`src/uart_pkg.sv`:
```
package uart_pkg;

    // clock cycles per serial bit
    // small divider keeps simulation short
    localparam int BAUD_DIV = 16;

    // start edge to middle of start bit
    localparam int BAUD_HALF = BAUD_DIV / 2;

    // width of the bit timer
    localparam int BAUD_W = $clog2(BAUD_DIV);

    // echo buffer size in bytes
    localparam int FIFO_DEPTH = 8;

    // one extra bit to tell full from empty
    localparam int FIFO_PTR_W = $clog2(FIFO_DEPTH) + 1;

    // one character on the line
    typedef logic [7:0] byte_t;

    // data bit index, 0 to 7 plus end value
    typedef logic [3:0] bit_cnt_t;

    // cycles within one bit period
    typedef logic [BAUD_W-1:0] baud_cnt_t;

    // fifo read and write pointers
    typedef logic [FIFO_PTR_W-1:0] fifo_ptr_t;

    // receiver frame sequencing
    typedef enum logic [1:0] {RX_IDLE, RX_START, RX_DATA, RX_STOP} rx_state_t;

    // transmitter frame sequencing
    typedef enum logic [1:0] {TX_IDLE, TX_START, TX_DATA, TX_STOP} tx_state_t;

endpackage

```
`src/uart_rx.sv`:
```
`timescale 1ns/1ps

module uart_rx
    import uart_pkg::*;
(
    input  logic  clk,
    input  logic  rst,
    input  logic  rxd,
    output byte_t rx_byte,
    output logic  rx_done,
    output logic  rx_busy,
    output logic  frame_err,
    output byte_t rx_count
);

    // two-flop synchronizer
    logic rxd_meta;
    logic rxd_sync;
    // one more stage for edge detection
    logic rxd_prev;
    logic start_edge;

    rx_state_t state;
    baud_cnt_t baud_cnt;
    bit_cnt_t  bit_cnt;
    byte_t     shift;
    // bit timer expired, sample point
    logic      tick;

    // line idles high so the flops come out of reset high
    always_ff @(posedge clk) begin
        if (rst) begin
            rxd_meta <= 1'b1;
            rxd_sync <= 1'b1;
            rxd_prev <= 1'b1;
        end else begin
            rxd_meta <= rxd;
            rxd_sync <= rxd_meta;
            rxd_prev <= rxd_sync;
        end
    end

    // high to low on the synchronized line
    assign start_edge = rxd_prev & ~rxd_sync;
    assign tick       = (baud_cnt == '0);
    assign rx_busy    = (state != RX_IDLE);

    always_ff @(posedge clk) begin
        if (rst) begin
            state     <= RX_IDLE;
            baud_cnt  <= '0;
            bit_cnt   <= '0;
            rx_done   <= 1'b0;
            frame_err <= 1'b0;
            rx_count  <= '0;
        end else begin
            // pulses last one cycle
            rx_done   <= 1'b0;
            frame_err <= 1'b0;

            // bit timer counts down while a frame is in progress
            if (state != RX_IDLE) begin
                if (tick) begin
                    baud_cnt <= baud_cnt_t'(BAUD_DIV - 1);
                end else begin
                    baud_cnt <= baud_cnt - 1'b1;
                end
            end

            case (state)
                RX_IDLE: begin
                    // first sample lands mid start bit
                    if (start_edge) begin
                        state    <= RX_START;
                        baud_cnt <= baud_cnt_t'(BAUD_HALF - 1);
                    end
                end
                RX_START: begin
                    if (tick) begin
                        // line back high means a glitch, drop it
                        if (rxd_sync) begin
                            state <= RX_IDLE;
                        end else begin
                            state   <= RX_DATA;
                            bit_cnt <= '0;
                        end
                    end
                end
                RX_DATA: begin
                    if (tick) begin
                        bit_cnt <= bit_cnt + 1'b1;
                        if (bit_cnt == bit_cnt_t'(7)) begin
                            state <= RX_STOP;
                        end
                    end
                end
                RX_STOP: begin
                    if (tick) begin
                        state <= RX_IDLE;
                        // good stop bit commits the byte
                        if (rxd_sync) begin
                            rx_done  <= 1'b1;
                            rx_count <= rx_count + 1'b1;
                        end else begin
                            frame_err <= 1'b1;
                        end
                    end
                end
                default: state <= RX_IDLE;
            endcase
        end
    end

    // data path, lsb arrives first and shifts in from the top
    always_ff @(posedge clk) begin
        if (state == RX_DATA && tick) begin
            shift <= {rxd_sync, shift[7:1]};
        end
        if (state == RX_STOP && tick && rxd_sync) begin
            rx_byte <= shift;
        end
    end

    // a frame ends one way or the other
    assert property (@(posedge clk) disable iff (rst) !(rx_done && frame_err));

    // done only follows a frame in progress
    assert property (@(posedge clk) disable iff (rst) rx_done |-> $past(rx_busy));

endmodule

```
`src/uart_tx.sv`:
```
`timescale 1ns/1ps

module uart_tx
    import uart_pkg::*;
(
    input  logic  clk,
    input  logic  rst,
    input  logic  cts,
    input  logic  empty,
    input  byte_t rd_data,
    output logic  pop,
    output logic  txd
);

    tx_state_t state;
    baud_cnt_t baud_cnt;
    bit_cnt_t  bit_cnt;
    // byte being sent, shifts right once per data bit
    byte_t     shift;
    logic      tick;

    assign tick = (baud_cnt == '0);

    // new byte only from idle, with cts up and data waiting
    assign pop = (state == TX_IDLE) && cts && !empty;

    always_ff @(posedge clk) begin
        if (rst) begin
            state    <= TX_IDLE;
            baud_cnt <= '0;
            bit_cnt  <= '0;
            txd      <= 1'b1;
        end else begin
            // bit timer runs for every bit of the frame
            if (state != TX_IDLE) begin
                if (tick) begin
                    baud_cnt <= baud_cnt_t'(BAUD_DIV - 1);
                end else begin
                    baud_cnt <= baud_cnt - 1'b1;
                end
            end

            case (state)
                TX_IDLE: begin
                    // start bit begins the cycle after pop
                    if (pop) begin
                        state    <= TX_START;
                        baud_cnt <= baud_cnt_t'(BAUD_DIV - 1);
                        txd      <= 1'b0;
                    end
                end
                TX_START: begin
                    if (tick) begin
                        state   <= TX_DATA;
                        bit_cnt <= '0;
                        txd     <= shift[0];
                    end
                end
                TX_DATA: begin
                    if (tick) begin
                        if (bit_cnt == bit_cnt_t'(7)) begin
                            // stop bit
                            state <= TX_STOP;
                            txd   <= 1'b1;
                        end else begin
                            // next bit before the shift lands
                            bit_cnt <= bit_cnt + 1'b1;
                            txd     <= shift[1];
                        end
                    end
                end
                TX_STOP: begin
                    if (tick) begin
                        state <= TX_IDLE;
                    end
                end
                default: state <= TX_IDLE;
            endcase
        end
    end

    // head entry is captured in the pop cycle
    always_ff @(posedge clk) begin
        if (pop) begin
            shift <= rd_data;
        end else if (state == TX_DATA && tick) begin
            shift <= shift >> 1;
        end
    end

    assert property (@(posedge clk) disable iff (rst) pop |-> !empty);

endmodule

```
`src/byte_fifo.sv`:
```
`timescale 1ns/1ps

module byte_fifo
    import uart_pkg::*;
(
    input  logic  clk,
    input  logic  rst,
    input  logic  push,
    input  byte_t wr_data,
    input  logic  pop,
    output byte_t rd_data,
    output logic  empty,
    output logic  overflow
);

    // storage for the queued bytes
    byte_t mem [FIFO_DEPTH];

    fifo_ptr_t wr_ptr;
    fifo_ptr_t rd_ptr;
    // entries held, wraps cleanly thanks to the extra pointer bit
    fifo_ptr_t level;
    logic      full;
    logic      do_push;
    logic      do_pop;

    assign level = wr_ptr - rd_ptr;
    assign full  = (level == fifo_ptr_t'(FIFO_DEPTH));
    assign empty = (level == '0);

    // full fifo drops the incoming byte
    assign do_push = push && !full;
    assign do_pop  = pop && !empty;

    // head of queue, always visible
    assign rd_data = mem[rd_ptr[FIFO_PTR_W-2:0]];

    always_ff @(posedge clk) begin
        if (do_push) begin
            mem[wr_ptr[FIFO_PTR_W-2:0]] <= wr_data;
        end
    end

    always_ff @(posedge clk) begin
        if (rst) begin
            wr_ptr   <= '0;
            rd_ptr   <= '0;
            overflow <= 1'b0;
        end else begin
            if (do_push) begin
                wr_ptr <= wr_ptr + 1'b1;
            end
            if (do_pop) begin
                rd_ptr <= rd_ptr + 1'b1;
            end
            // sticky until reset
            if (push && full) begin
                overflow <= 1'b1;
            end
        end
    end

    // pointers never drift further apart than the buffer
    assert property (@(posedge clk) disable iff (rst) level <= fifo_ptr_t'(FIFO_DEPTH));

endmodule

```
`src/uart_echo_top.sv`:
```
`timescale 1ns/1ps

module uart_echo_top
    import uart_pkg::*;
(
    input  logic  clk,
    input  logic  rst,
    input  logic  rxd,
    input  logic  cts,
    output logic  txd,
    output byte_t rx_byte,
    output logic  rx_done,
    output logic  rx_busy,
    output logic  frame_err,
    output byte_t rx_count,
    output logic  overflow
);

    // fifo head toward the transmitter
    byte_t fifo_data;
    logic  fifo_empty;
    logic  fifo_pop;

    // serial in, good bytes out with a strobe
    uart_rx u_rx (
        .clk       (clk),
        .rst       (rst),
        .rxd       (rxd),
        .rx_byte   (rx_byte),
        .rx_done   (rx_done),
        .rx_busy   (rx_busy),
        .frame_err (frame_err),
        .rx_count  (rx_count)
    );

    // every rx_done pushes the byte just received
    byte_fifo u_fifo (
        .clk      (clk),
        .rst      (rst),
        .push     (rx_done),
        .wr_data  (rx_byte),
        .pop      (fifo_pop),
        .rd_data  (fifo_data),
        .empty    (fifo_empty),
        .overflow (overflow)
    );

    // drains the fifo back onto the line while cts allows
    uart_tx u_tx (
        .clk     (clk),
        .rst     (rst),
        .cts     (cts),
        .empty   (fifo_empty),
        .rd_data (fifo_data),
        .pop     (fifo_pop),
        .txd     (txd)
    );

endmodule

```
`config.mk`:
```
export PLATFORM = sky130hd
export DESIGN_NAME = uart_echo_top
export DESIGN_NICKNAME = d
export VERILOG_FILES = /design/src/uart_pkg.sv /design/src/uart_rx.sv /design/src/uart_tx.sv /design/src/byte_fifo.sv /design/src/uart_echo_top.sv
export SDC_FILE = /design/constraint.sdc
export NUM_CORES = 1
export LEC_CHECK = 0
export BUFFER_PORTS_ARGS = -buffer_cell sky130_fd_sc_hd__buf_2
export CAP_MARGIN = 20
export CELL_PAD_IN_SITES_DETAIL_PLACEMENT = 0
export CELL_PAD_IN_SITES_GLOBAL_PLACEMENT = 2
export CORE_UTILIZATION = 47
export CTS_CLUSTER_SIZE = 10
export DETAILED_ROUTE_END_ITERATION = 7
export MAX_ROUTING_LAYER = met4
export PLACE_DENSITY_LB_ADDON = 0.1
export SETUP_SLACK_MARGIN = 0.05
export SLEW_MARGIN = 30
export SYNTH_ARGS = -nofsm -noshare
export SYNTH_HDL_FRONTEND = slang
export SYNTH_SLANG_ARGS = --single-unit
```
`constraint.sdc`:
```
create_clock -name clk -period 4.6 [get_ports clk]
set_input_delay 1.38 -clock clk [delete_from_list [all_inputs] [get_ports clk]]
set_output_delay 1.38 -clock clk [all_outputs]
set_load 0.05 [all_outputs]
```
==> results.sh, run 1 <==
export IMPL_drt_iter0_drc=188
export IMPL_end_kind="primary output"
export IMPL_post_dp_hpwl_um=6700
export IMPL_clk_insertion_delay_late_ns=0.41
export IMPL_io_pins=25
export IMPL_final_common_cell="edfxtp_1"
export IMPL_cts_tree="yes"
export IMPL_critical_path_max_stage_delay_ns=0.45
export IMPL_reg2reg_depth=7
export IMPL_hold_path_class="flip-flop to flip-flop"
export IMPL_cp_arrival_ns=1.44
export IMPL_vias=3182
export IMPL_grt_antenna_before_repair=0
export IMPL_powerDensity_nw_per_um2=516
export IMPL_synth_edf_count=88
export IMPL_drv_slew=0
export IMPL_yosysSeqAreaShare=0.637
export IMPL_drv_cap=0
export IMPL_synthArstFlopShare=0
export IMPL_numPortBuffers=24
export IMPL_final_cell_mix="edfxtp_1, dfxtp_1, nor2_1"
export IMPL_violations="DRC"
export IMPL_relSlewSlack=0.433
export IMPL_drtAntennaViolNets=0
export IMPL_cts_resized=0
export IMPL_nNetsFinal=445
export IMPL_syn_area_um2=5600
export IMPL_fmaxAchievable_ghz=0.355
export IMPL_cts_max_level=4
export IMPL_viasPerCell=5.46
export IMPL_clkTransAtPathRegs_ns=0.06
export IMPL_fin_tns_setup_ns=0
export IMPL_register_area_um2=3560
export IMPL_p_leak_nw=2.18
export IMPL_remaining_drc_errors=4
export IMPL_gp_congestion=0.751
export IMPL_status="finished with violations"
export IMPL_hold_viol=0
export IMPL_multi_input_area_um2=1910
export IMPL_clock_sinks=134
export IMPL_setup_viol=0
export IMPL_drive_gt1_frac=0.227
export IMPL_die_x_um=111
export IMPL_num_rows=39
export IMPL_hold_depth=1
export IMPL_ys_flop_type="edfxtp_1"
export IMPL_cts_setup_buffers=0
export IMPL_crit_slowest_cell="dfxtp_1"
export IMPL_core_um2=11500
export IMPL_fin_crit_sh=0.613
export IMPL_die_h_um=111
export IMPL_post_drt_wl_per_cell_um=16.8
export IMPL_fin_crit_ns=2.82
export IMPL_numCtsBuffers=17
export IMPL_track_usage=0.184
export IMPL_dieArea_um2=12300
export IMPL_place_area_um2=5830
export IMPL_gr_total_overflow=0
export IMPL_holdBufCountCts=0
export IMPL_final_setup_skew_ns=0.00440
export IMPL_clock_root_buffer="clkbuf_16"
export IMPL_ir_drop_v=0.000287
export IMPL_ys_warn_count=0
export IMPL_syn_to_final_growth_pct=14.2
export IMPL_fillers=966
export IMPL_clock_path_buffers=2
export IMPL_final_cell_area_um2=6390
export IMPL_tightest_slew_ns=0.851
export IMPL_synth_area_per_cell_um2=14.0
export IMPL_worstPathMaxFanout=9
export IMPL_synth_fp_nets=417
export IMPL_drtPass1Iterations=6
export IMPL_worstPathCellList="nor2_1, inv_1, buf_2"
export IMPL_grt_max_degree=47
export IMPL_wirelength_um=9810
export IMPL_r2r_start="u_fifo.rd_ptr[2]$_SDFFE_PP0P_"
export IMPL_diodes=0
export IMPL_initial_utilization=0.486
export IMPL_cp_start_kind="flip-flop"
export IMPL_hp_start="u_rx.rxd_meta$_SDFF_PP1_"
export IMPL_critPathKind="flip-flop to primary output"
export IMPL_ys_ff_latch=134
export IMPL_netlist_instances=399
export IMPL_rsz0062_at_grt="no"
export IMPL_synth_distinct_cells=60
export IMPL_grt_pass1_vias=3195
export IMPL_grt_pass1_wl_um=16500
export IMPL_cp_data_required_time_ns=3.22
-- registers in the layout, indices dropped and copies added, names as in the netlist, 2 cells and up, named ones only --
name and cells:
u_fifo.mem 64, u_rx.rx_byte 8, u_rx.rx_count 8, u_rx.shift 8
u_tx.shift 8, u_fifo.rd_ptr 4, u_fifo.wr_ptr 4, u_rx.baud_cnt 4
u_rx.bit_cnt 4, u_tx.baud_cnt 4, u_tx.bit_cnt 4, u_tx.state 2
-- routing by layer --
| layer | up-vias | wire (um) | global-route usage |
|---|---|---|---|
| met3 | 13 | 412 | 0.0558 |
| met4 | 0 | 148 | 0.0757 |
| li1 | 1575 | - | - |
| met1 | 1544 | 4510 | 0.221 |
| met5 | - | 0 | - |
| met2 | 50 | 4730 | 0.288 |
-- worst max-delay path: cells and delay by family (launching register included) --
family                 cells  cell delay, ns
buffers and inverters      2            0.44
DFF                        1            0.45
and+or+nand+nor            1            0.14
-- kinds of logic after synthesis --
kind of cell,Yosys count,share of synthesized area
compound gates,62,0.0818
flops,134,0.637
xor+xnor,11,0.0186
mux,37,0.105
simple gates,111,0.103
fa+ha+maj,14,0.0313
buf+inv,30,0.0230
-- final cells by class --
| type | count | share of cell area |
|---|---|---|
| Clock buffer | 17 | 0.0665 |
| Sequential cell | 134 | 0.558 |
| Multi-Input combinational cell | 235 | 0.299 |
| Tap cell | 143 | 0.0280 |
| Clock inverter | 15 | 0.0209 |
| Inverter | 14 | 0.00822 |
| Timing Repair Buffer | 25 | 0.0200 |
-- per-stage QoR --
stage                     hold slack (ns)  std cells  utilization  power [mW]  setup WS [ns]
after floorplan                     0.389        399            -        1.97           1.83
after global placement              0.396        551        0.506        2.07           1.60
after detailed placement            0.393        551        0.506        2.09           1.46
after CTS                           0.407        583        0.555        3.34           1.50
after global routing                0.415        583        0.555        3.46           1.56
final                               0.406        583        0.555        3.30           1.78
-- power breakdown --
part           total (mW)  internal [mW]  switching [mW]
Sequential           1.44           1.36          0.0785
Clock                1.25          0.741           0.508
Combinational       0.610          0.277           0.333
-- synth_stat cells (2+ instances only) --
cell | count | area [um^2]
a211oi_1 | 4 | 30.0
a21o_1 | 2 | 15.0
a21oi_1 | 22 | 110
a22oi_1 | 3 | 22.5
a311oi_1 | 4 | 35.0
buf_6 | 2 | 22.5
clkbuf_1 | 12 | 45.0
dfxtp_1 | 46 | 921
edfxtp_1 | 88 | 2640
ha_1 | 14 | 175
inv_1 | 13 | 48.8
mux2_1 | 7 | 78.8
mux2_2 | 8 | 90.1
mux2i_1 | 6 | 60.1
mux4_2 | 16 | 360
nand2_1 | 15 | 56.3
nand2b_1 | 5 | 31.3
nand3_1 | 9 | 45.0
nand3b_1 | 4 | 30.0
nand4_1 | 3 | 18.8
nor2_1 | 36 | 135
nor2b_1 | 4 | 25.0
nor3_1 | 9 | 45.0
nor3_2 | 2 | 20.0
nor3b_1 | 3 | 22.5
nor4_1 | 4 | 25.0
o21a_1 | 3 | 22.5
o21ai_0 | 9 | 45.0
o41ai_4 | 2 | 55.1
or2_2 | 4 | 25.0
or3_1 | 3 | 18.8
xnor2_1 | 4 | 35.0
xor2_1 | 6 | 52.6
-- path summary, 6_finish.rpt --
kind | to | slack, ns
setup / recovery | rx_busy | 1.78
hold / removal | u_rx.rxd_sync$_SDFF_PP1_ | 0.41
setup reg to reg | u_fifo.mem[2][1]$_DFFE_PP_ | 1.80
hold reg to reg | u_rx.rxd_sync$_SDFF_PP1_ | 0.41
No activity file was read; power rests on OpenSTA's default activity.
==> run 2: changes to the inputs <==
CORE_UTILIZATION = 44   (was 47)
clock period = 2.6 ns   (was 4.6 ns; I/O delays follow)
==> run 2 against run 1 <==
Compared with the run above:
- the flow now finishes without violations
- sequential share of layout area fell by 1.8 points
- design area rose by 3.3%
- critical path depth up 5
- power increased by 77%
- worst hold slack improved by 0.013 ns
- worst setup slack got worse by 1.6 ns
- register-to-register slack lost 1.6 ns
- wire length up 4.9%
- critical endpoint is now u_tx.shift[2]$_DFFE_PP_
- largest cell class unchanged
==> results.sh, run 2 (synthesis results as in run 1) <==
export IMPL_status="complete, no violations"
export IMPL_hp_start="u_rx.shift[0]$_DFFE_PP_"
export IMPL_num_rows=40
export IMPL_p_leak_nw=2.31
export IMPL_cts_tree="yes"
export IMPL_drtPass1Iterations=4
export IMPL_wirelength_um=10300
export IMPL_die_x_um=115
export IMPL_setup_slack_ns=0.204
export IMPL_nNetsFinal=466
export IMPL_dp_slack_ns=0.0277
export IMPL_final_util=0.541
export IMPL_drive_gt1_frac=0.268
export IMPL_cp_common_cell="buf_4"
export IMPL_fmaxAchievable_ghz=0.417
export IMPL_end_kind="flip-flop"
export IMPL_hold_path_class="flip-flop to flip-flop"
export IMPL_fin_crit_ns=2.40
export IMPL_relSlewSlack=0.595
export IMPL_clkTransAtPathRegs_ns=0.06
export IMPL_powerDensity_nw_per_um2=887
export IMPL_gr_total_overflow=0
export IMPL_post_dp_hpwl_um=6900
export IMPL_clock_path_buffers=2
export IMPL_fin_cells=627
export IMPL_startpoint="u_fifo.rd_ptr[2]$_SDFFE_PP0P_"
export IMPL_setup_viol=0
export IMPL_cp_data_required_time_ns=2.76
export IMPL_drt_iter0_drc=220
export IMPL_tightest_slew_ns=0.602
export IMPL_drv_cap=0
export IMPL_grt_pass1_vias=3283
export IMPL_critPathKind="flip-flop to flip-flop"
export IMPL_fin_crit_sh=0.921
export IMPL_diodes=0
export IMPL_worstPathMaxFanout=11
export IMPL_vias=3264
export IMPL_numCtsBuffers=17
export IMPL_core_um2=12200
export IMPL_fillers=1061
export IMPL_grt_max_degree=25
export IMPL_post_drt_wl_per_cell_um=16.4
export IMPL_io_pins=25
export IMPL_cp_arrival_ns=2.55
export IMPL_critical_path_max_stage_delay_ns=0.50
export IMPL_die_h_um=115
export IMPL_final_common_cell="edfxtp_1"
export IMPL_syn_to_final_growth_pct=18.0
export IMPL_track_usage=0.182
export IMPL_worstPathCellList="inv_1, ha_4, buf_4, xnor2_2, buf_4, o41a_4, nand2_4, mux2_1"
export IMPL_fin_tns_setup_ns=0
export IMPL_place_inst=597
export IMPL_drv_slew=0
export IMPL_rsz0062_at_grt="no"
export IMPL_cp_buffers_inverters=3
export IMPL_final_setup_skew_ns=0.00690
export IMPL_holdBufCountCts=0
export IMPL_cts_setup_buffers=0
export IMPL_grt_antenna_before_repair=0
export IMPL_largest_reg_flops=64
export IMPL_viasPerCell=5.21
export IMPL_path_delay_family="compound AO/OA/AOI/OAI gates"
export IMPL_r2r_start="u_fifo.rd_ptr[2]$_SDFFE_PP0P_"
export IMPL_initial_utilization=0.458
export IMPL_hold_viol=0
export IMPL_clk_insertion_delay_late_ns=0.41
export IMPL_clock_root_buffer="clkbuf_16"
export IMPL_clock_sinks=134
export IMPL_gp_congestion=0.770
export IMPL_drtAntennaViolNets=0
export IMPL_remaining_drc_errors=0
export IMPL_crit_slowest_cell="o41a_4"
export IMPL_ir_drop_v=0.000464
export IMPL_final_cell_mix="edfxtp_1, dfxtp_1, nor2_1"
export IMPL_grt_pass1_wl_um=16900
export IMPL_numPortBuffers=24
export IMPL_dieArea_um2=13200
export IMPL_cp_start_kind="flip-flop"
export IMPL_cts_max_level=4
[run 2: timing repair]
item                                    in CTS  in global routing
pin swaps                                    0                  0
resized for setup                            2                  4
endpoints found under the setup margin      10                 55
gates cloned                                 0                  0
[run 2: final timing paths]
path / endpoint / cells after the start / slack (ns)
min reg2reg: u_rx.rx_byte[0]$_DFFE_PP_ / 0 / 0.42
min: u_rx.rx_byte[0]$_DFFE_PP_ / 0 / 0.42
max reg2reg: u_tx.shift[2]$_DFFE_PP_ / 8 / 0.20
max: u_tx.shift[2]$_DFFE_PP_ / 8 / 0.20
[run 2: cell type report]
class	count	area, um^2	area share
well taps	168	210	0.0318
multi-input cells	235	1940	0.294
clock buffers	17	425	0.0644
flip-flops and latches	134	3560	0.540
repair buffers	46	302	0.0457
clock inverters	13	111	0.0169
inverters	14	52.6	0.00796
[run 2: metal layers]
| layer | part of all wire | routed length, um | GRT usage |
|---|---|---|---|
| met4 | 0.014 | 148 | 0.0753 |
| met1 | 0.50 | 5110 | 0.241 |
| met5 | 0 | 0 | - |
| met2 | 0.46 | 4740 | 0.267 |
| met3 | 0.029 | 295 | 0.0474 |
[run 2: stage by stage]
step	power, mW	hold slack [ns]	cell area, um^2
floorplan	3.48	0.389	5610
global placement	3.73	0.405	6040
detailed placement	3.75	0.402	6040
CTS	5.93	0.419	6580
global route	6.16	0.430	6600
finish	5.86	0.419	6600
[run 2: report_power, final]
group | internal [mW] | switching (mW)
Combinational | 0.544 | 0.672
Clock | 1.30 | 0.858
Sequential | 2.41 | 0.0778
Total | 4.25 | 1.61
==> run 3: changes to the inputs <==
--- a/config.mk
+++ b/config.mk
@@ -7,3 +7,2 @@
 export LEC_CHECK = 0
-export BUFFER_PORTS_ARGS = -buffer_cell sky130_fd_sc_hd__buf_2
 export CAP_MARGIN = 20
@@ -11,5 +10,6 @@
 export CELL_PAD_IN_SITES_GLOBAL_PLACEMENT = 2
-export CORE_UTILIZATION = 44
+export CORE_UTILIZATION = 45
 export CTS_CLUSTER_SIZE = 10
 export DETAILED_ROUTE_END_ITERATION = 7
+export DONT_BUFFER_PORTS = 1
 export MAX_ROUTING_LAYER = met4
==> constraint.sdc (replaced) <==
create_clock -name clk -period 2.6 [get_ports clk]
set_input_delay 0.39 -clock clk [delete_from_list [all_inputs] [get_ports clk]]
set_output_delay 0.39 -clock clk [all_outputs]
set_load 0.05 [all_outputs]
==> run 3 against run 2 <==
Compared with the run above:
- sequential power about the same
- via count down 1.8%
- global-route usage up 0.10 points
- highest routed layer unchanged
- power is 5.6% higher
- combinational power barely moved
- fmax decreased by 7.5%
==> results.sh, run 3 (synthesis results as in run 1) <==
export IMPL_hp_start="rst"
export IMPL_cts_max_level=4
export IMPL_clk_insertion_delay_late_ns=0.41
export IMPL_cp_start_kind="flip-flop"
export IMPL_drtAntennaViolNets=0
export IMPL_syn_to_final_growth_pct=17.7
export IMPL_fin_crit_ns=2.59
export IMPL_die_x_um=114
export IMPL_hold_viol=0
export IMPL_clock_path_buffers=2
export IMPL_setup_viol=0
export IMPL_path_delay_family="simple AND/OR/NAND/NOR gates"
export IMPL_critical_path_max_stage_delay_ns=0.63
export IMPL_hold_depth=1
export IMPL_holdBufCountCts=0
export IMPL_numCtsBuffers=17
export IMPL_final_cell_mix="edfxtp_1, dfxtp_1, nor2_1"
export IMPL_vias=3204
export IMPL_initial_utilization=0.464
export IMPL_p_leak_nw=2.25
export IMPL_end_kind="flip-flop"
export IMPL_status="complete, no violations"
export IMPL_dieArea_um2=12900
export IMPL_drt_iter0_drc=197
export IMPL_tightest_slew_ns=0.803
export IMPL_startpoint="u_fifo.rd_ptr[1]$_SDFFE_PP0P_"
export IMPL_wirelength_um=10600
export IMPL_cp_arrival_ns=2.63
export IMPL_remaining_drc_errors=0
export IMPL_worstPathMaxFanout=8
export IMPL_rr_endpoint="u_fifo.mem[0][3]$_DFFE_PP_"
export IMPL_powerDensity_nw_per_um2=938
export IMPL_drv_slew=0
export IMPL_clock_sinks=134
export IMPL_hold_path_class="input port to flip-flop"
export IMPL_final_setup_skew_ns=0.00765
export IMPL_viasPerCell=5.26
export IMPL_track_usage=0.183
export IMPL_post_drt_wl_per_cell_um=17.3
export IMPL_largest_reg_flops=64
export IMPL_die_h_um=114
export IMPL_clock_root_buffer="clkbuf_16"
export IMPL_crit_slowest_cell="nor3_2"
export IMPL_drv_cap=0
export IMPL_rrSetupSlack_ns=0.009
export IMPL_numPortBuffers=0
export IMPL_rsz0062_at_grt="yes"
export IMPL_grt_max_degree=47
export IMPL_io_pins=25
export IMPL_final_common_cell="edfxtp_1"
export IMPL_fmaxAchievable_ghz=0.386
export IMPL_critPathKind="flip-flop to flip-flop"
export IMPL_hold_path_end="u_tx.bit_cnt[3]$_SDFFE_PP0P_"
export IMPL_r2r_start="u_fifo.rd_ptr[1]$_SDFFE_PP0P_"
export IMPL_nNetsFinal=446
export IMPL_total_power_mw=6.18
export IMPL_grt_pass1_wl_um=16900
export IMPL_relSlewSlack=0.462
export IMPL_cp_buffers_inverters=2
export IMPL_fin_tns_setup_ns=0
export IMPL_core_um2=12100
export IMPL_worstPathCellList="inv_1, ha_1, and3b_1, nor3_1, buf_4, o41ai_4, nand2b_1, nor3_2"
export IMPL_post_dp_hpwl_um=7080
export IMPL_drtPass1Iterations=4
export IMPL_drive_gt1_frac=0.236
export IMPL_grt_pass1_vias=3218
export IMPL_reg2reg_depth=8
export IMPL_ir_drop_v=0.000458
export IMPL_grt_antenna_before_repair=0
export IMPL_diodes=0
export IMPL_clkTransAtPathRegs_ns=0.06
export IMPL_num_rows=40
export IMPL_cp_data_required_time_ns=2.63
export IMPL_gp_congestion=0.748
export IMPL_cts_tree="yes"
export IMPL_fin_crit_sh=0.997
export IMPL_gr_total_overflow=0
export IMPL_crit_cells=8
## run 3: changes by cell type in the layout (fill, tap and decap cells not counted), moves of 2 or more
cell,change
buf_2,-24
buf_4,+5
bufinv_16,+2
clkinv_2,-4
inv_6,+3
nor2_1,+3
nor2_2,-3
## run 3: how the worst max path moves through the flow
stage                                       endpoint  slack [ns]
after floorplan           u_fifo.mem[5][0]$_DFFE_PP_        0.05
final                     u_fifo.mem[0][3]$_DFFE_PP_       0.009
after global placement       u_tx.shift[5]$_DFFE_PP_        0.07
after global routing      u_fifo.mem[0][3]$_DFFE_PP_       -0.07
after detailed placement     u_tx.shift[6]$_DFFE_PP_       0.002
after CTS                 u_fifo.mem[0][3]$_DFFE_PP_      -0.007
## run 3: power by group
group / total [mW] / switching (mW) / internal [mW]
Clock: 2.47 / 0.938 / 1.53
Sequential: 2.51 / 0.105 / 2.41
Combinational: 1.20 / 0.636 / 0.566
Total: 6.18 / 1.68 / 4.50
## run 3: area by class of cell
cell class	instances	area, um^2
Tap cell	168	210
Multi-Input combinational cell	235	1940
Inverter	14	52.6
Sequential cell	134	3560
Fill cell	999	5480
Clock inverter	15	193
Timing Repair Buffer	26	199
Clock buffer	17	425
## run 3: layer usage
layer / part of all wire / wire length (um) / global-route usage / vias up
met1: 0.46 / 4870 / 0.225 / 1587
met2: 0.50 / 5270 / 0.289 / 41
met3: 0.032 / 333 / 0.0515 / 6
met4: 0.0077 / 81 / 0.0658 / 0
li1: - / - / - / 1570
met5: 0 / 0 / - / -
## run 3: worst register-to-register path: stages (launching register included)
cell and delay (ns):
dfxtp_1 0.38, inv_1 0.07, ha_1 0.33, and3b_1 0.20, nor3_1 0.18, buf_4 0.15, o41ai_4 0.07, nand2b_1 0.21
nor3_2 0.63
## run 3: what timing repair did
action / 4_1_cts / 5_1_grt
pin swaps: 0 / 0
setup buffers: 0 / 0
gates resized for setup: 1 / 4
endpoints found under the setup margin: 47 / 71
## run 3: stage by stage
step	utilization	hold slack [ns]	setup slack (ns)	instances	instance area, um^2
floorplan	-	0.389	0.0497	399	5610
global route	0.546	0.0268	-0.0670	609	6590
detailed placement	0.492	0.401	0.00168	577	5940
finish	0.546	0.0510	0.00878	609	6590
global placement	0.492	0.408	0.0695	577	5940
CTS	0.544	0.0342	-0.00701	609	6560
